**config.mk**
```make
export PLATFORM = sky130hd
export DESIGN_NAME = uart_cmd_top
export DESIGN_NICKNAME = d
export VERILOG_FILES = /design/src/uart_pkg.sv /design/src/cmd_pkg.sv /design/src/cmd_if.sv /design/src/rsp_if.sv /design/src/uart_rx.sv /design/src/cmd_decode.sv /design/src/reg_execute.sv /design/src/rsp_format.sv /design/src/uart_tx.sv /design/src/uart_cmd_top.sv
export SDC_FILE = /design/constraint.sdc
export NUM_CORES = 1
export LEC_CHECK = 0
export ABC_CLOCK_PERIOD_IN_PS = 2800
export BUFFER_PORTS_ARGS = -buffer_cell sky130_fd_sc_hd__clkbuf_2
export CORE_MARGIN = 8
export CORE_UTILIZATION = 30
export CTS_BUF_LIST = sky130_fd_sc_hd__clkbuf_2
export DETAILED_ROUTE_END_ITERATION = 8
export HOLD_SLACK_MARGIN = 0.02
export PLACE_DENSITY = 0.44
export SYNTH_ARGS = -nofsm -noshare
export SYNTH_HDL_FRONTEND = slang
export SYNTH_SLANG_ARGS = --single-unit
```
**constraint.sdc**
```tcl
create_clock -name clk -period 2.8 [get_ports clk]
set_input_delay 0.56 -clock clk [delete_from_list [all_inputs] [get_ports clk]]
set_output_delay 0.56 -clock clk [all_outputs]
set_load 0.1 [all_outputs]
```
**src/uart_pkg.sv**
```systemverilog
package uart_pkg;

    // ==========================================================
    // serial line types
    // ==========================================================

    // one data byte as it travels on the line.
    typedef logic [7:0] uart_byte_t;

    // sample ticks per bit period.
    localparam int OVERSAMPLE = 16;

    // position within one bit period.
    typedef logic [3:0] sample_cnt_t;

endpackage

```
**src/cmd_pkg.sv**
```systemverilog
package cmd_pkg;

    // ==========================================================
    // command side
    // ==========================================================

    typedef enum logic [1:0] {
        OP_READ,
        OP_WRITE,
        OP_BAD
    } opcode_t;

    typedef logic [7:0] reg_addr_t;    // raw address byte.
    typedef logic [7:0] reg_data_t;

    localparam int NUM_REGS = 16;

    // protocol bytes.
    localparam logic [7:0] BYTE_WRITE = 8'h57;
    localparam logic [7:0] BYTE_READ  = 8'h52;
    localparam logic [7:0] RSP_ACK    = 8'h4B;
    localparam logic [7:0] RSP_ERR    = 8'h45;

    typedef enum logic [1:0] {
        ST_OK_WRITE,
        ST_OK_READ,
        ST_ERR
    } status_t;

endpackage

```
**src/cmd_if.sv**
```systemverilog
`timescale 1ns/100ps

interface cmd_if;
    import cmd_pkg::*;

    logic      valid;
    logic      ready;
    opcode_t   opcode;
    reg_addr_t addr;
    reg_data_t wdata;    // only meaningful for writes.

    modport source (
        output valid,
        output opcode,
        output addr,
        output wdata,
        input  ready
    );

    modport sink (
        input  valid,
        input  opcode,
        input  addr,
        input  wdata,
        output ready
    );

endinterface

```
**src/rsp_if.sv**
```systemverilog
`timescale 1ns/100ps

interface rsp_if;
    import cmd_pkg::*;

    logic      valid;
    logic      ready;
    status_t   status;
    reg_data_t rdata;    // read value, don't care otherwise.

    modport source (
        output valid,
        output status,
        output rdata,
        input  ready
    );

    modport sink (
        input  valid,
        input  status,
        input  rdata,
        output ready
    );

endinterface

```
**src/uart_rx.sv**
```systemverilog
`timescale 1ns/100ps

module uart_rx #(
    parameter int CLK_DIV = 27
) (
    input  logic                 clk,
    input  logic                 arst_n,
    input  logic                 rx,
    output uart_pkg::uart_byte_t rx_byte,
    output logic                 rx_valid
);
    import uart_pkg::*;

    localparam int DIV_W = (CLK_DIV > 1) ? $clog2(CLK_DIV) : 1;
    localparam sample_cnt_t HALF_BIT  = sample_cnt_t'(OVERSAMPLE / 2 - 1);
    localparam sample_cnt_t LAST_TICK = sample_cnt_t'(OVERSAMPLE - 1);

    typedef enum logic [1:0] {IDLE, START, DATA, STOP} rx_state_t;

    rx_state_t        state;
    logic [1:0]       rx_sync;
    logic             rx_s;
    logic [DIV_W-1:0] div_cnt;
    logic             tick;
    sample_cnt_t      sample_cnt;
    logic [2:0]       bit_cnt;

    assign rx_s = rx_sync[1];
    assign tick = (div_cnt == DIV_W'(CLK_DIV - 1));

    always_ff @(posedge clk or negedge arst_n) begin
        if (!arst_n) begin
            rx_sync <= 2'b11;    // line idles high.
        end else begin
            rx_sync <= {rx_sync[0], rx};
        end
    end

    // divider restarts with each frame so ticks line up with the start edge.
    always_ff @(posedge clk or negedge arst_n) begin
        if (!arst_n) begin
            div_cnt <= '0;
        end else if (state == IDLE || tick) begin
            div_cnt <= '0;
        end else begin
            div_cnt <= div_cnt + 1'b1;
        end
    end

    // ==========================================================
    // frame FSM
    // ==========================================================
    always_ff @(posedge clk or negedge arst_n) begin
        if (!arst_n) begin
            state      <= IDLE;
            sample_cnt <= '0;
            bit_cnt    <= '0;
            rx_valid   <= 1'b0;
        end else begin
            rx_valid <= 1'b0;
            case (state)
                IDLE: begin
                    sample_cnt <= '0;
                    bit_cnt    <= '0;
                    if (!rx_s) state <= START;
                end
                START: if (tick) begin
                    if (sample_cnt == HALF_BIT) begin
                        sample_cnt <= '0;
                        state      <= rx_s ? IDLE : DATA;    // reject glitches.
                    end else begin
                        sample_cnt <= sample_cnt + 1'b1;
                    end
                end
                DATA: if (tick) begin
                    sample_cnt <= sample_cnt + 1'b1;    // wraps each bit.
                    if (sample_cnt == LAST_TICK) begin
                        bit_cnt <= bit_cnt + 1'b1;
                        if (bit_cnt == 3'd7) state <= STOP;
                    end
                end
                STOP: if (tick) begin
                    sample_cnt <= sample_cnt + 1'b1;
                    if (sample_cnt == LAST_TICK) begin
                        rx_valid <= rx_s;    // bad stop bit drops the byte.
                        state    <= IDLE;
                    end
                end
                default: state <= IDLE;
            endcase
        end
    end

    // lsb first, sampled at bit centre.
    always_ff @(posedge clk) begin
        if (state == DATA && tick && sample_cnt == LAST_TICK) begin
            rx_byte <= {rx_s, rx_byte[7:1]};
        end
    end

endmodule

```
**src/cmd_decode.sv**
```systemverilog
`timescale 1ns/100ps

module cmd_decode (
    input  logic                 clk,
    input  logic                 arst_n,
    input  uart_pkg::uart_byte_t rx_byte,
    input  logic                 rx_valid,
    cmd_if.source                cmd
);
    import cmd_pkg::*;

    typedef enum logic [1:0] {WAIT_OP, WAIT_ADDR, WAIT_DATA, HOLD} parse_state_t;

    parse_state_t state;
    opcode_t      op_class;

    always_comb begin
        if (rx_byte == BYTE_WRITE) begin
            op_class = OP_WRITE;
        end else if (rx_byte == BYTE_READ) begin
            op_class = OP_READ;
        end else begin
            op_class = OP_BAD;
        end
    end

    assign cmd.valid = (state == HOLD);

    // ==========================================================
    // parse FSM
    // ==========================================================
    always_ff @(posedge clk or negedge arst_n) begin
        if (!arst_n) begin
            state <= WAIT_OP;
        end else begin
            case (state)
                WAIT_OP: if (rx_valid) begin
                    // unknown opcode is answered right away.
                    state <= (op_class == OP_BAD) ? HOLD : WAIT_ADDR;
                end
                WAIT_ADDR: if (rx_valid) begin
                    state <= (cmd.opcode == OP_WRITE) ? WAIT_DATA : HOLD;
                end
                WAIT_DATA: if (rx_valid) begin
                    state <= HOLD;
                end
                HOLD: if (cmd.ready) begin
                    state <= WAIT_OP;    // bytes seen while holding are lost.
                end
                default: state <= WAIT_OP;
            endcase
        end
    end

    always_ff @(posedge clk) begin
        if (rx_valid) begin
            case (state)
                WAIT_OP:   cmd.opcode <= op_class;
                WAIT_ADDR: cmd.addr   <= rx_byte;
                WAIT_DATA: cmd.wdata  <= rx_byte;
                default: ;
            endcase
        end
    end

endmodule

```
**src/reg_execute.sv**
```systemverilog
`timescale 1ns/100ps

module reg_execute (
    input  logic  clk,
    input  logic  arst_n,
    cmd_if.sink   cmd,
    rsp_if.source rsp
);
    import cmd_pkg::*;

    localparam int IDX_W = $clog2(NUM_REGS);

    reg_data_t        regs [NUM_REGS];
    logic             in_range;
    logic [IDX_W-1:0] idx;
    logic             fire;

    assign in_range  = (cmd.addr < reg_addr_t'(NUM_REGS));
    assign idx       = cmd.addr[IDX_W-1:0];
    assign cmd.ready = !rsp.valid;    // one result held at a time.
    assign fire      = cmd.valid && cmd.ready;

    always_ff @(posedge clk or negedge arst_n) begin
        if (!arst_n) begin
            rsp.valid <= 1'b0;
            for (int i = 0; i < NUM_REGS; i++) begin
                regs[i] <= '0;
            end
        end else begin
            if (fire) begin
                rsp.valid <= 1'b1;
            end else if (rsp.ready) begin
                rsp.valid <= 1'b0;
            end
            if (fire && in_range && cmd.opcode == OP_WRITE) begin
                regs[idx] <= cmd.wdata;
            end
        end
    end

    // result payload.
    always_ff @(posedge clk) begin
        if (fire) begin
            rsp.rdata <= regs[idx];
            if (!in_range || cmd.opcode == OP_BAD) begin
                rsp.status <= ST_ERR;
            end else if (cmd.opcode == OP_WRITE) begin
                rsp.status <= ST_OK_WRITE;
            end else begin
                rsp.status <= ST_OK_READ;
            end
        end
    end

endmodule

```
**src/rsp_format.sv**
```systemverilog
`timescale 1ns/100ps

module rsp_format (
    input  logic                 clk,
    input  logic                 arst_n,
    rsp_if.sink                  rsp,
    output uart_pkg::uart_byte_t tx_byte,
    output logic                 tx_valid,
    input  logic                 tx_ready
);
    import cmd_pkg::*;

    reg_data_t rsp_byte;
    logic      take;

    assign rsp.ready = !tx_valid;    // buffer empty.
    assign take      = rsp.valid && rsp.ready;

    always_comb begin
        case (rsp.status)
            ST_OK_WRITE: rsp_byte = RSP_ACK;
            ST_OK_READ:  rsp_byte = rsp.rdata;
            default:     rsp_byte = RSP_ERR;
        endcase
    end

    // ==========================================================
    // one-byte buffer toward the transmitter
    // ==========================================================
    always_ff @(posedge clk or negedge arst_n) begin
        if (!arst_n) begin
            tx_valid <= 1'b0;
        end else if (take) begin
            tx_valid <= 1'b1;
        end else if (tx_ready) begin
            tx_valid <= 1'b0;
        end
    end

    always_ff @(posedge clk) begin
        if (take) begin
            tx_byte <= rsp_byte;
        end
    end

endmodule

```
**src/uart_tx.sv**
```systemverilog
`timescale 1ns/100ps

module uart_tx #(
    parameter int CLK_DIV = 27
) (
    input  logic                 clk,
    input  logic                 arst_n,
    input  uart_pkg::uart_byte_t tx_byte,
    input  logic                 tx_valid,
    output logic                 tx_ready,
    output logic                 tx
);
    import uart_pkg::*;

    localparam int DIV_W = (CLK_DIV > 1) ? $clog2(CLK_DIV) : 1;
    localparam sample_cnt_t LAST_TICK = sample_cnt_t'(OVERSAMPLE - 1);

    typedef enum logic [1:0] {IDLE, START, DATA, STOP} tx_state_t;

    tx_state_t        state;
    logic [DIV_W-1:0] div_cnt;
    logic             tick;
    sample_cnt_t      sample_cnt;
    logic             bit_done;
    logic [2:0]       bit_cnt;
    uart_byte_t       shift;

    assign tx_ready = (state == IDLE);
    assign tick     = (div_cnt == DIV_W'(CLK_DIV - 1));
    assign bit_done = tick && (sample_cnt == LAST_TICK);

    always_ff @(posedge clk or negedge arst_n) begin
        if (!arst_n) begin
            div_cnt <= '0;
        end else if (state == IDLE || tick) begin
            div_cnt <= '0;
        end else begin
            div_cnt <= div_cnt + 1'b1;
        end
    end

    always_ff @(posedge clk or negedge arst_n) begin
        if (!arst_n) begin
            state      <= IDLE;
            sample_cnt <= '0;
            bit_cnt    <= '0;
            tx         <= 1'b1;
        end else begin
            if (state == IDLE) begin
                sample_cnt <= '0;
                bit_cnt    <= '0;
            end else if (tick) begin
                sample_cnt <= sample_cnt + 1'b1;
            end
            case (state)
                IDLE: if (tx_valid) begin
                    state <= START;
                    tx    <= 1'b0;    // start bit.
                end
                START: if (bit_done) begin
                    state <= DATA;
                    tx    <= shift[0];
                end
                DATA: if (bit_done) begin
                    bit_cnt <= bit_cnt + 1'b1;
                    if (bit_cnt == 3'd7) begin
                        state <= STOP;
                        tx    <= 1'b1;
                    end else begin
                        tx <= shift[1];
                    end
                end
                STOP: if (bit_done) state <= IDLE;
                default: state <= IDLE;
            endcase
        end
    end

    always_ff @(posedge clk) begin
        if (tx_valid && tx_ready) begin
            shift <= tx_byte;
        end else if (state == DATA && bit_done) begin
            shift <= shift >> 1;
        end
    end

endmodule

```
**src/uart_cmd_top.sv**
```systemverilog
`timescale 1ns/100ps

module uart_cmd_top #(
    parameter int CLK_DIV = 27    // 50 MHz, 115200 baud.
) (
    input  logic clk,
    input  logic arst_n,
    input  logic rx,
    output logic tx
);
    import uart_pkg::*;

    uart_byte_t rx_byte;
    logic       rx_valid;
    uart_byte_t tx_byte;
    logic       tx_valid;
    logic       tx_ready;

    cmd_if cmd_link ();
    rsp_if rsp_link ();

    // ==========================================================
    // rx -> decode -> execute -> format -> tx
    // ==========================================================
    uart_rx #(.CLK_DIV(CLK_DIV)) u_uart_rx (
        .clk      (clk),
        .arst_n   (arst_n),
        .rx       (rx),
        .rx_byte  (rx_byte),
        .rx_valid (rx_valid)
    );

    cmd_decode u_cmd_decode (
        .clk      (clk),
        .arst_n   (arst_n),
        .rx_byte  (rx_byte),
        .rx_valid (rx_valid),
        .cmd      (cmd_link.source)
    );

    reg_execute u_reg_execute (
        .clk    (clk),
        .arst_n (arst_n),
        .cmd    (cmd_link.sink),
        .rsp    (rsp_link.source)
    );

    rsp_format u_rsp_format (
        .clk      (clk),
        .arst_n   (arst_n),
        .rsp      (rsp_link.sink),
        .tx_byte  (tx_byte),
        .tx_valid (tx_valid),
        .tx_ready (tx_ready)
    );

    uart_tx #(.CLK_DIV(CLK_DIV)) u_uart_tx (
        .clk      (clk),
        .arst_n   (arst_n),
        .tx_byte  (tx_byte),
        .tx_valid (tx_valid),
        .tx_ready (tx_ready),
        .tx       (tx)
    );

endmodule

```
Word-level counts from Yosys, hierarchy flattened
Index checks and enable logic that the tools add are counted.
- register bits after elaboration: 216
- bits in latches: 0
- bits in writable memories: 0
- memory bits (read-only): 0
- bits of input ports: 3
- output and inout bits: 1
- word-level logic and storage cells: 185
- memories: 0
- add/subtract/negate cells: 6
- multiply operators: 0
- div/mod/pow operators: 0
- magnitude comparators: 3
- eq/ne operators: 41
- shift-type cells: 0
- multiplexer cells: 61
- bitwise operators: 1
- reduce and logical (&&, ||, !) cells: 35
- operator list (operator ; count):
    $bwmux W128 ; 1
    $mux W2 ; 21
    $mux W8 ; 5
    $bmux W8 S4 ; 1
    $demux W8 S4 ; 1
    $ne A2 B1 Y1 const B ; 12
    $pmux W2 S4 ; 3
    $mux W4 ; 5
    $eq A2 B2 Y1 const B ; 8
    $eq A8 B7 Y1 const B ; 2
    $pmux W8 S2 ; 1
    $mux W3 ; 5
    $ne A2 B2 Y1 const B ; 7
    $mux W1 ; 13
    $pmux W4 S3 ; 1
    $add A5 B1 Y5 const B ; 2
    $eq A2 B1 Y1 const B ; 5
    $eq A5 B5 Y1 const B ; 2
    $logic_and A1 B1 Y1 ; 10
    $mux W5 ; 2
    $add A4 B1 Y4 const B ; 2
    $eq A4 B4 Y1 const B ; 2
    $logic_not A2 Y1 ; 4
    $lt A8 B5 Y1 const B ; 1
    other kinds (18) ; 31

Depth between registers and ports, before layout
Gate-level depths: netlist of run 1.
- word-level depth: 7
- depth in mapped cells: 7
- depth with buffers taken out: 6

Cells and area by module
Synthesis of run 1 repeated with hierarchy kept, for this count alone.
- cells, all modules: 641
- area, all modules: 9927.0 µm²
- by module, submodules not included (module ; instances ; cells each ; area each (µm²) ; sequential area each (µm²)):
    reg_execute ; 1 ; 383 ; 6443.7 ; 3528.4
    uart_tx ; 1 ; 95 ; 1196.1 ; 616.8
    uart_rx ; 1 ; 95 ; 1136.1 ; 668.1
    cmd_decode ; 1 ; 45 ; 798.3 ; 590.6
    rsp_format ; 1 ; 23 ; 352.8 ; 265.3

Least setup slack after synthesis of run 1
Ideal clock, no wire load.
- path type: reg-to-reg
- start: register u_cmd_decode.cmd.addr[0]
- end: register u_reg_execute.rsp.rdata[6] (data pin)
- setup time: 259 ps
- arrival: 1892 ps
- required time: 2541 ps
- setup slack: 649 ps
- stages on the path, launching flop included: 6
- path buffers: 2
- clock period less this slack: 2151 ps
- cells stage by stage: edfxtp_1 -> buf_1 -> buf_2 -> mux4_2 -> a22oi_1 -> nand2_1
- word-level cells in the longest chain between the ends: 4
- RTL lines (element ; line ; source):
    start, declared ; cmd_if.sv:15 ; output addr,
    start signal, assigned ; cmd_decode.sv:59 ; WAIT_ADDR: cmd.addr <= rx_byte;
    $not A4 Y5 (implied by the code) ; reg_execute.sv:44 ; rsp.rdata <= regs[idx];
    $bmux W8 S4 ; reg_execute.sv:44 ;
    $mux W8 (implied by the code) (2 in a row) ; reg_execute.sv:44 ;
    end signal, assigned ; reg_execute.sv:44 ;
    end, declared ; rsp_if.sv:14 ; output rdata,
Every way passes these cells. The select of a mux whose other input is x is not followed.
A chain may end at the register's enable or synchronous reset.

Final worst setup path of run 1
- start: register u_cmd_decode.state[1]
- end: register u_reg_execute.regs[26] (netlist bit)
- word-level cells in the longest chain between the ends: 4
- RTL lines (element ; line ; source):
    start, declared ; cmd_decode.sv:14 ; parse_state_t state;
    start signal, assigned ; cmd_decode.sv:39 ; state <= (op_class == OP_BAD) ? HOLD : WAIT_ADDR;
    start signal, assigned ; cmd_decode.sv:42 ; state <= (cmd.opcode == OP_WRITE) ? WAIT_DATA : HOLD;
    $eq A2 B2 Y1 ; cmd_decode.sv:27 ; assign cmd.valid = (state == HOLD);
    $logic_and A1 B1 Y1 ; reg_execute.sv:21 ; assign fire = cmd.valid && cmd.ready;
    $logic_and A1 B1 Y1 (2 in a row) ; reg_execute.sv:35 ; if (fire && in_range && cmd.opcode == OP_WRITE) begin
    end signal, assigned by index ; reg_execute.sv:36 ; regs[idx] <= cmd.wdata;
    end, declared ; reg_execute.sv:13 ; reg_data_t regs [NUM_REGS];
Every way passes these cells.

==> results.cfg, run 1 <==
[route]
via_per_inst = 4.844
dr.pass1.iters = 6
drt_iter0_markers = 263
wl_per_cell_microns = 18.42
antenna_left = 0
vias = 5450
route.detailed.drc = 0
drt_wl_total_microns = 20730

[logic_synthesis]
synth-async-reset-ratio = 0.7593
synth_largest_area_cell = dfrtp_1
syn_area_per_cell_sq_um = 14.99
yosys-top-cells-count = dfrtp_1 (161), mux2_2 (139), edfxtp_1 (52)
synth.area.top_cells = dfrtp_1 (43%), mux2_2 (17%), edfxtp_1 (17%)
synth_fp_nets = 652
ys.flop_type = dfrtp_1
synthCells = 630
synth-seq-area-share = 0.6005
yosysWarningCount = 0
synth-seq-cells = 216
synth_edf_count = 52
yosysMostFrequentCell = dfrtp_1
yosysTopAreaCellShare = 0.4267
netlist_area_sq_um = 9442
synthDistinctLibCells = 48

[finish]
nNetsFinal = 703
fin_cells = 1125
fillers = 3046
drive_above_1_share = 0.3961
synthToLayoutAreaGrowth_pct = 11.73

[clocking]
h-tree-depth = 2
post_cts_resized = 0
numCtsBuffers = 61
ctsRootBufferMaster = clkbuf_2
clock_path_buffers = 3
cts_setup_buffers = 0
clk_pin_slew_ps = 100
cts_tree = yes
cts_hold_buf = 2
insertion_delay_ps = 850
clock_sinks = 216

[floorplan]
std_cell_rows = 65
core-area_sq_um = 31310
dieArea_sq_um = 37410
pin_count = 4
fp.dieH_microns = 193.4
die_x_microns = 193.4
initial_core_util = 0.3015

[timing]
rsz0062_at_grt = no
hold_slack_ps = 295.9
relSlewSlack = 0.4623
final.min_clock_period_ps = 2422
fmax_ghz = 0.4129
setup_tns_ps = 0
worst_pin_slew_ps = 804.9
finalClockSkew_ps = 73.27
setup_violations = 0
period_share = 0.8650
hold_viol = 0
drv_slew = 0

[critical_path]
worst-setup-path-type = flop to flop
cp.arrival_ps = 3090
cp-end-kind = flop
cp_slowest_cell = nor3_1
cp-start-kind = flop
worstPathRequired_ps = 3470
crit_chain = ha_1 -> nand4bb_1 -> nor3_1 -> nand2_1 -> mux2_2
slowest_delay_ps = 450
critical_path_buf_inv_count = 0
crit_family = simple AND/OR/NAND/NOR gates
worstPathMaxFanout = 8

[grt]
grt_pass1_wl_microns = 33950
grt_max_degree = 62
grt_pass1_vias = 6080
grt-ovfl-total = 0
grt_usage = 0.1133
antenna_found_initial = 1

[power]
sw_frac_of_total = 0.2424
powerDensity_nw_per_um2 = 525.1
p_switching_uw = 1342
power.internal_uw = 4196
pwr-share-clk = 0.409
total_leakage_power_uw = 0.004803
peakVddDrop_mv = 0.2649
seq_power_share = 0.580
p_comb_frac = 0.011

[placement]
place.port_buffers = 3
hpwl_microns = 12960
gp_congestion = 0.7273
dpl.cell_count = 1018

[run]
drv_cap = 0

[status]
outcome = completed

[min_path]
worstHoldPathType = input pin to async pin
## per-stage QoR
| stage | cell area (sq um) | setup WS (ps) | power, uW | util |
|---|---|---|---|---|
| floorplan | 9442 | 648.8 | 3277 | - |
| global placement | 9988 | 362.8 | 3340 | 0.3190 |
| detailed placement | 9988 | 340.6 | 3342 | 0.3190 |
| CTS | 10550 | 259.7 | 5680 | 0.3368 |
| global route | 10550 | 154.6 | 5857 | 0.3369 |
| finish | 10550 | 377.9 | 5539 | 0.3369 |
## registers in the layout (all words and copies together) (netlist names), named ones only
signal                    count
u_reg_execute.regs          128
u_cmd_decode.cmd.addr         8
u_cmd_decode.cmd.wdata        8
u_reg_execute.rsp.rdata       8
u_rsp_format.tx_byte          8
u_uart_rx.rx_byte             8
u_uart_tx.shift               8
u_uart_rx.div_cnt             5
u_uart_tx.div_cnt             5
u_uart_rx.sample_cnt          4
u_uart_tx.sample_cnt          4
u_uart_rx.bit_cnt             3
u_uart_tx.bit_cnt             3
u_cmd_decode.cmd.opcode       2
u_cmd_decode.state            2
u_reg_execute.rsp.status      2
u_uart_rx.rx_sync             2
u_uart_tx.state               2
u_reg_execute.rsp.valid       1
u_rsp_format.tx_valid         1
u_uart_rx.rx_valid            1
u_uart_rx.state               1
u_uart_tx.tx                  1
## worst reg2reg max path: cells and delay by family (launching register included)
| family | cells | cell delay [ps] |
|---|---|---|
| and+or+nand+nor | 3 | 1200 |
| DFF | 1 | 440 |
| muxes | 1 | 410 |
| adders and majority gates | 1 | 230 |
## cells by family after synthesis
family / after synthesis / synth area share
buf+inv: 36 / 0.01458
mux: 173 / 0.2444
fa+ha+maj: 19 / 0.02518
xor+xnor: 11 / 0.01020
compound gates: 45 / 0.03380
simple gates: 130 / 0.07143
flops: 216 / 0.6005
## power by group through the flow
| stage | clock, uW | sequential [uW] | combinational [uW] |
|---|---|---|---|
| after global routing | 2570 | 3210 | 73.4 |
| after floorplan | 0 | 3280 | 0.0162 |
| after detailed placement | 0 | 3280 | 65.5 |
| after global placement | 0 | 3280 | 63.2 |
| final | 2260 | 3210 | 62.2 |
| after CTS | 2400 | 3210 | 68.0 |
## worst paths after layout
kind | startpoint | endpoint | slack (ps) | cells past startpoint
setup / recovery | u_cmd_decode.state[1] | u_reg_execute.regs[26] | 380 | 5
hold / removal | arst_n | u_reg_execute.regs[104] | 300 | 2
setup reg to reg | u_cmd_decode.state[1] | u_reg_execute.regs[26] | 380 | 5
hold reg to reg | u_uart_rx.rx_sync[0] | u_uart_rx.rx_sync[1] | 360 | 0
max in group asynchronous | arst_n | u_uart_rx.rx_sync[0] | 1720 | 3
min in group clk | u_uart_rx.rx_sync[0] | u_uart_rx.rx_sync[1] | 360 | 0
## placed cells by master (no fill, tap or decap), drive strengths merged, types with 3 or more instances in the layout
master	count
and2	7
ha	19
nor2b	11
xor2	7
edfxtp	52
mux2	140
nand2b	5
mux4	32
clkbuf	97
nand2	36
o21ai	4
buf	8
a21oi	8
nor2	30
nand3	20
dfstp	3
a22oi	16
dfrtp	161
a21o	5
inv	12
clkinv	8
xnor2	4
## final cells by class
class	instances	area, sq um	area share
Tap cell	402	503.0	0.04768
Clock inverter	9	62.56	0.005930
Sequential cell	216	5669	0.5374
Antenna cell	1	2.502	0.0002372
Clock buffer	95	475.5	0.04507
Inverter	12	45.04	0.004270
Timing Repair Buffer	12	156.4	0.01483
Multi-Input combinational cell	378	3635	0.3446
## layer usage
| layer | wire length [microns] | vias to the layer above | GRT usage |
|---|---|---|---|
| met3 | 1117 | 56 | 0.02725 |
| li1 | - | 2462 | - |
| met4 | 641 | 0 | 0.05131 |
| met1 | 9077 | 2816 | 0.1437 |
| met5 | 0 | - | 0 |
| met2 | 9890 | 116 | 0.1813 |
Note: power is estimated with default switching activity, not from simulation.
==> inputs of run 2 (changes only) <==
--- a/config.mk
+++ b/config.mk
@@ -5,6 +5,7 @@
 export SDC_FILE = /design/constraint.sdc
 export NUM_CORES = 1
 export LEC_CHECK = 0
+export ABC_AREA = 1
 export ABC_CLOCK_PERIOD_IN_PS = 2800
 export BUFFER_PORTS_ARGS = -buffer_cell sky130_fd_sc_hd__clkbuf_2
 export CORE_MARGIN = 8
==> results.cfg, run 2 <==
[status]
outcome = completed

[logic_synthesis]
netlist_area_sq_um = 9465
synth-seq-cells = 216
yosysTopAreaCellShare = 0.4256
synth.area.top_cells = dfrtp_1 (43%), edfxtp_1 (16%), nand2_1 (13%)
synth-seq-area-share = 0.5989
synth_fp_nets = 1021
yosys-top-cells-count = nand2_1 (334), dfrtp_1 (161), o21ai_0 (147)
synthCells = 999
ys.flop_type = dfrtp_1
yosysWarningCount = 0
yosysMostFrequentCell = nand2_1
synth_edf_count = 52
synthDistinctLibCells = 34
syn_area_per_cell_sq_um = 9.475
synth_largest_area_cell = dfrtp_1
synth-async-reset-ratio = 0.7593

[floorplan]
pin_count = 4
core-area_sq_um = 31310
fp.dieH_microns = 193.6
dieArea_sq_um = 37490
initial_core_util = 0.3023
std_cell_rows = 65
die_x_microns = 193.6

[min_path]
worstHoldPathType = input pin to async pin

[timing]
final.min_clock_period_ps = 2389
rsz0062_at_grt = no
setup_violations = 0
fmax_ghz = 0.4186
hold_viol = 0
worst_pin_slew_ps = 740.7
finalClockSkew_ps = 38.94
drv_slew = 0
period_share = 0.8533
setup_tns_ps = 0
relSlewSlack = 0.5010
setup_ws_ps = 410.8

[power]
power.internal_uw = 4057
powerDensity_nw_per_um2 = 518.0
seq_power_share = 0.594
peakVddDrop_mv = 0.2077
total_leakage_power_uw = 0.004573
p_switching_uw = 1346
p_comb_frac = 0.011
pwr-share-clk = 0.395
sw_frac_of_total = 0.2491

[critical_path]
worst-setup-path-type = flop to output pin
worstPathMaxFanout = 2
crit_family = flip-flops
slowest_delay_ps = 550
cp_slowest_cell = dfstp_2
cp-end-kind = output pin
cp-start-kind = flop
crit_chain = clkbuf_2
worstPathRequired_ps = 2240
cp.arrival_ps = 1830
critical_path_buf_inv_count = 1

[route]
drt-met1-wl_microns = 11120
via_per_inst = 4.592
dr.pass1.iters = 5
top_layer = met4
drt_wl_total_microns = 22880
route.met3.wl_microns = 963
drt_iter0_markers = 526
route.met2.wl_microns = 10430
wl_per_cell_microns = 15.40
route.detailed.drc = 0
vias = 6823
antenna_left = 0

[finish]
final_common_cell = nand2_1
largest_register_ffs = 128
drive_above_1_share = 0.1220
synthToLayoutAreaGrowth_pct = 10.19
top_register = u_reg_execute.regs
nNetsFinal = 1058
fin_area_sq_um = 10430
most-common-layout-cells = nand2_1 (334), dfrtp_1 (161), o21ai_0 (147), clkbuf_2 (90), inv_1 (54)
fillers = 3302

[grt]
grt_pass1_wl_microns = 37850
antenna_found_initial = 1
grt_usage = 0.1251
grt_max_degree = 56
grt-ovfl-total = 0
grt_pass1_vias = 6898

[placement]
placed_area_sq_um = 9893
gp_congestion = 0.7516
hpwl_microns = 14280
place.port_buffers = 3
place_worst_setup_slack_ps = 459.7

[clocking]
clock_path_buffers = 3
post_cts_resized = 0
ctsRootBufferMaster = clkbuf_2
cts_tree = yes
clk_pin_slew_ps = 100
h-tree-depth = 2
cts_setup_buffers = 0
numCtsBuffers = 58
clock_sinks = 216
insertion_delay_ps = 830

[run]
drv_cap = 0
-- run 2: cell count changes in the layout (fill, tap and decap cells not counted), sizes merged, moves of 38 or more --
cell   before  now
nand2      36  337
o21ai       4  148
mux2      140    0
inv        12   56
nand4       2   43
nand3      20   58
-- run 2: final cells by class --
class | count | area [sq um] | area share
flip-flops and latches | 216 | 5669 | 0.5435
clock buffers | 88 | 440.4 | 0.04223
clock inverters | 18 | 71.32 | 0.006838
well taps | 402 | 503.0 | 0.04822
multi-input cells | 682 | 3324 | 0.3187
inverters | 56 | 210.2 | 0.02015
repair buffers | 22 | 206.4 | 0.01979
diodes | 2 | 5.005 | 0.0004798
-- run 2: power groups by stage --
stage          registers, uW  logic [uW]  clock network (uW)
2_1_floorplan           3280       0.329                   0
6_report                3210        59.1                2130
5_1_grt                 3210        71.0                2410
3_5_place_dp            3280        62.1                   0
4_1_cts                 3210        64.6                2260
3_3_place_gp            3280        62.5                   0
-- run 2: kinds of logic after synthesis --
group	share of synthesized area
AO/OA/AOI/OAI	0.08738
buffers and inverters	0.04983
flip-flops	0.5989
adder cells (fa/ha/maj)	0.02512
XOR/XNOR	0.005552
AND/OR/NAND/NOR	0.2332
-- run 2: timing repair --
| item | CTS | global route |
|---|---|---|
| endpoints found under the hold margin | 48 | 0 |
| setup endpoints to repair | 0 | 0 |
| hold buffers | 2 | 0 |
-- run 2: path summary, 6_finish.rpt --
path	start	end	slack, ps	depth (start not counted)
setup / recovery	u_uart_tx.tx	tx	410	1
hold / removal	arst_n	u_reg_execute.regs[116]	280	2
setup reg to reg	u_cmd_decode.state[1]	u_reg_execute.regs[43]	440	5
hold reg to reg	u_uart_rx.rx_sync[0]	u_uart_rx.rx_sync[1]	350	0
max in group asynchronous	arst_n	u_reg_execute.regs[120]	1770	3
min in group clk	u_uart_rx.rx_sync[0]	u_uart_rx.rx_sync[1]	350	0
-- run 2: worst register-to-register path, cell delays in order, from the launching register on --
cell     delay (ps)
dfrtp_1         430
ha_1            200
nand2_2         100
nor3_4          570
nand3_1         600
o21ai_0         360
-- run 2: through the flow --
| step | util | cells | hold WS [ps] | power [uW] |
|---|---|---|---|---|
| after floorplan | - | 999 | 264.4 | 3277 |
| after global placement | 0.3160 | 1376 | 350.2 | 3339 |
| after detailed placement | 0.3160 | 1376 | 347.5 | 3339 |
| after CTS | 0.3329 | 1484 | 185.3 | 5542 |
| after global routing | 0.3330 | 1485 | 261.0 | 5698 |
| final | 0.3331 | 1486 | 281.1 | 5403 |
-- run 2: routing by layer --
layer / global-route usage / vias to the layer above
met1: 0.1684 / 3238
li1: - / 3436
met4: 0.03991 / 0
met2: 0.1985 / 122
met5: 0 / -
met3: 0.02690 / 27
==> inputs of run 3 (changes only) <==
--- a/config.mk
+++ b/config.mk
@@ -6,14 +6,16 @@
 export NUM_CORES = 1
 export LEC_CHECK = 0
 export ABC_AREA = 1
-export ABC_CLOCK_PERIOD_IN_PS = 2800
+export ABC_CLOCK_PERIOD_IN_PS = 2500
 export BUFFER_PORTS_ARGS = -buffer_cell sky130_fd_sc_hd__clkbuf_2
+export CELL_PAD_IN_SITES_DETAIL_PLACEMENT = 1
+export CELL_PAD_IN_SITES_GLOBAL_PLACEMENT = 1
 export CORE_MARGIN = 8
 export CORE_UTILIZATION = 30
 export CTS_BUF_LIST = sky130_fd_sc_hd__clkbuf_2
 export DETAILED_ROUTE_END_ITERATION = 8
 export HOLD_SLACK_MARGIN = 0.02
-export PLACE_DENSITY = 0.44
+export PLACE_DENSITY = 0.52
 export SYNTH_ARGS = -nofsm -noshare
 export SYNTH_HDL_FRONTEND = slang
 export SYNTH_SLANG_ARGS = --single-unit
==> constraint.sdc (replaced) <==
create_clock -name clk -period 2.5 [get_ports clk]
set_input_delay 0.5 -clock clk [delete_from_list [all_inputs] [get_ports clk]]
set_output_delay 0.5 -clock clk [all_outputs]
set_load 0.1 [all_outputs]
==> results.cfg, run 3 (synthesized netlist as in run 2, its figures left out) <==
[critical_path]
worstPathRequired_ps = 2000
worst-setup-path-type = flop to output pin
crit_chain = clkbuf_2
cp.arrival_ps = 1800
worstPathMaxFanout = 2
cp-start-kind = flop
crit_family = flip-flops
critical_path_buf_inv_count = 1
cp-end-kind = output pin
cp_slowest_cell = dfstp_2
slowest_delay_ps = 540

[clocking]
h-tree-depth = 2
numCtsBuffers = 61
clock_sinks = 216
insertion_delay_ps = 860
clk_pin_slew_ps = 140
clock_path_buffers = 3
cts_tree = yes
ctsRootBufferMaster = clkbuf_2
cts_setup_buffers = 0

[floorplan]
std_cell_rows = 65
initial_core_util = 0.3023
pin_count = 4
fp.dieH_microns = 193.6
die_x_microns = 193.6
dieArea_sq_um = 37490
core-area_sq_um = 31310

[finish]
fillers = 3620
multi_input_area_sq_um = 3324
drive_above_1_share = 0.1320
synthToLayoutAreaGrowth_pct = 10.92
final_common_cell = nand2_1
nNetsFinal = 1070
fin_cells = 1494
largest_register_ffs = 128
top_register = u_reg_execute.regs
most-common-layout-cells = nand2_1 (334), dfrtp_1 (161), o21ai_0 (147), clkbuf_2 (95), inv_1 (54)
regArea_sq_um = 5669

[grt]
grtUsageMet2 = 0.2195
use_met1 = 0.1865
grt_max_degree = 55
top_usage_layer = met2
gr-usage-met3 = 0.02690
grt_usage = 0.1380
grt_pass1_wl_microns = 41900
grt-ovfl-total = 0
antenna_found_initial = 1
grt_pass1_vias = 7495

[placement]
place_worst_setup_slack_ps = 342.5
hpwl_microns = 16040
dpl.cell_count = 1385
place.port_buffers = 3
gp_congestion = 0.7988

[route]
antenna_left = 0
wl_per_cell_microns = 16.92
drt_wl_total_microns = 25280
via_per_inst = 4.638
drt_iter0_markers = 322
route.detailed.drc = 0
dr.pass1.iters = 6
vias = 6929

[timing]
setup_violations = 0
rsz0062_at_grt = no
setup_ws_ps = 202.4
relSlewSlack = 0.5096
worst_pin_slew_ps = 734.8
finalClockSkew_ps = 62.29
setup_tns_ps = 0
drv_slew = 0
hold_viol = 0
period_share = 0.9190
fmax_ghz = 0.4352
final.min_clock_period_ps = 2298

[power]
peakVddDrop_mv = 0.2445
powerDensity_nw_per_um2 = 584.9
total_leakage_power_uw = 0.004625

[status]
outcome = completed

[run]
drv_cap = 0

[min_path]
worstHoldPathType = input pin to async pin
==> run 3: cell types whose count changed in the layout (fill, tap and decap cells not counted) <==
cell      delta
clkinv_2     -2
buf_4        +9
diode_2      -1
clkbuf_2     +5
clkinv_1     -3
==> run 3: final cells by class <==
class                   count  share of cell area
flip-flops and latches    216              0.5400
multi-input cells         682              0.3166
well taps                 402             0.04791
clock buffers              93             0.04433
repair buffers             31             0.02610
inverters                  56             0.02002
clock inverters            13            0.004767
diodes                      1           0.0002384
==> run 3: path summary, 6_finish.rpt <==
check	slack, ps	from	cells past startpoint	end
worst max-delay path	200	u_uart_tx.tx	1	tx
worst min-delay path	190	arst_n	2	u_reg_execute.regs[46]
max in group asynchronous	1530	arst_n	3	u_reg_execute.regs[23]
worst min register to register	360	u_uart_rx.rx_sync[0]	0	u_uart_rx.rx_sync[1]
worst max register to register	330	u_uart_tx.div_cnt[0]	8	u_uart_tx.shift[2]
min in group clk	280	rx	2	u_uart_rx.rx_sync[0]
==> run 3: per-stage QoR <==
step | power, uW | cell area, sq um | utilization | hold slack [ps]
2_1_floorplan | 3671 | 9465 | - | 204.4
3_3_place_gp | 3742 | 9961 | 0.3181 | 347.5
3_5_place_dp | 3743 | 9961 | 0.3181 | 347.2
4_1_cts | 6300 | 10500 | 0.3352 | 101.7
5_1_grt | 6469 | 10500 | 0.3353 | 158.0
6_report | 6141 | 10500 | 0.3353 | 186.4
==> run 3: metal layers <==
metal	up-vias	share of wire
met5	-	0
met4	0	0.021
met3	42	0.032
met2	82	0.45
met1	3362	0.50
li1	3443	-
==> run 3: report_power, final <==
part,leakage [uW],internal (uW),total (uW),switching [uW]
clock,0.000412,975,2470,1500
sequential,0.00268,3600,3600,1.12
combinational,0.00153,12.5,69.7,57.2
total,0.00463,4580,6140,1560
==> run 3: what timing repair did <==
| item | in CTS | in global routing |
|---|---|---|
| resized for setup | 0 | 0 |
| endpoints found under the hold margin | 116 | 0 |
| hold buffers | 2 | 0 |
| endpoints found under the setup margin | 0 | 0 |
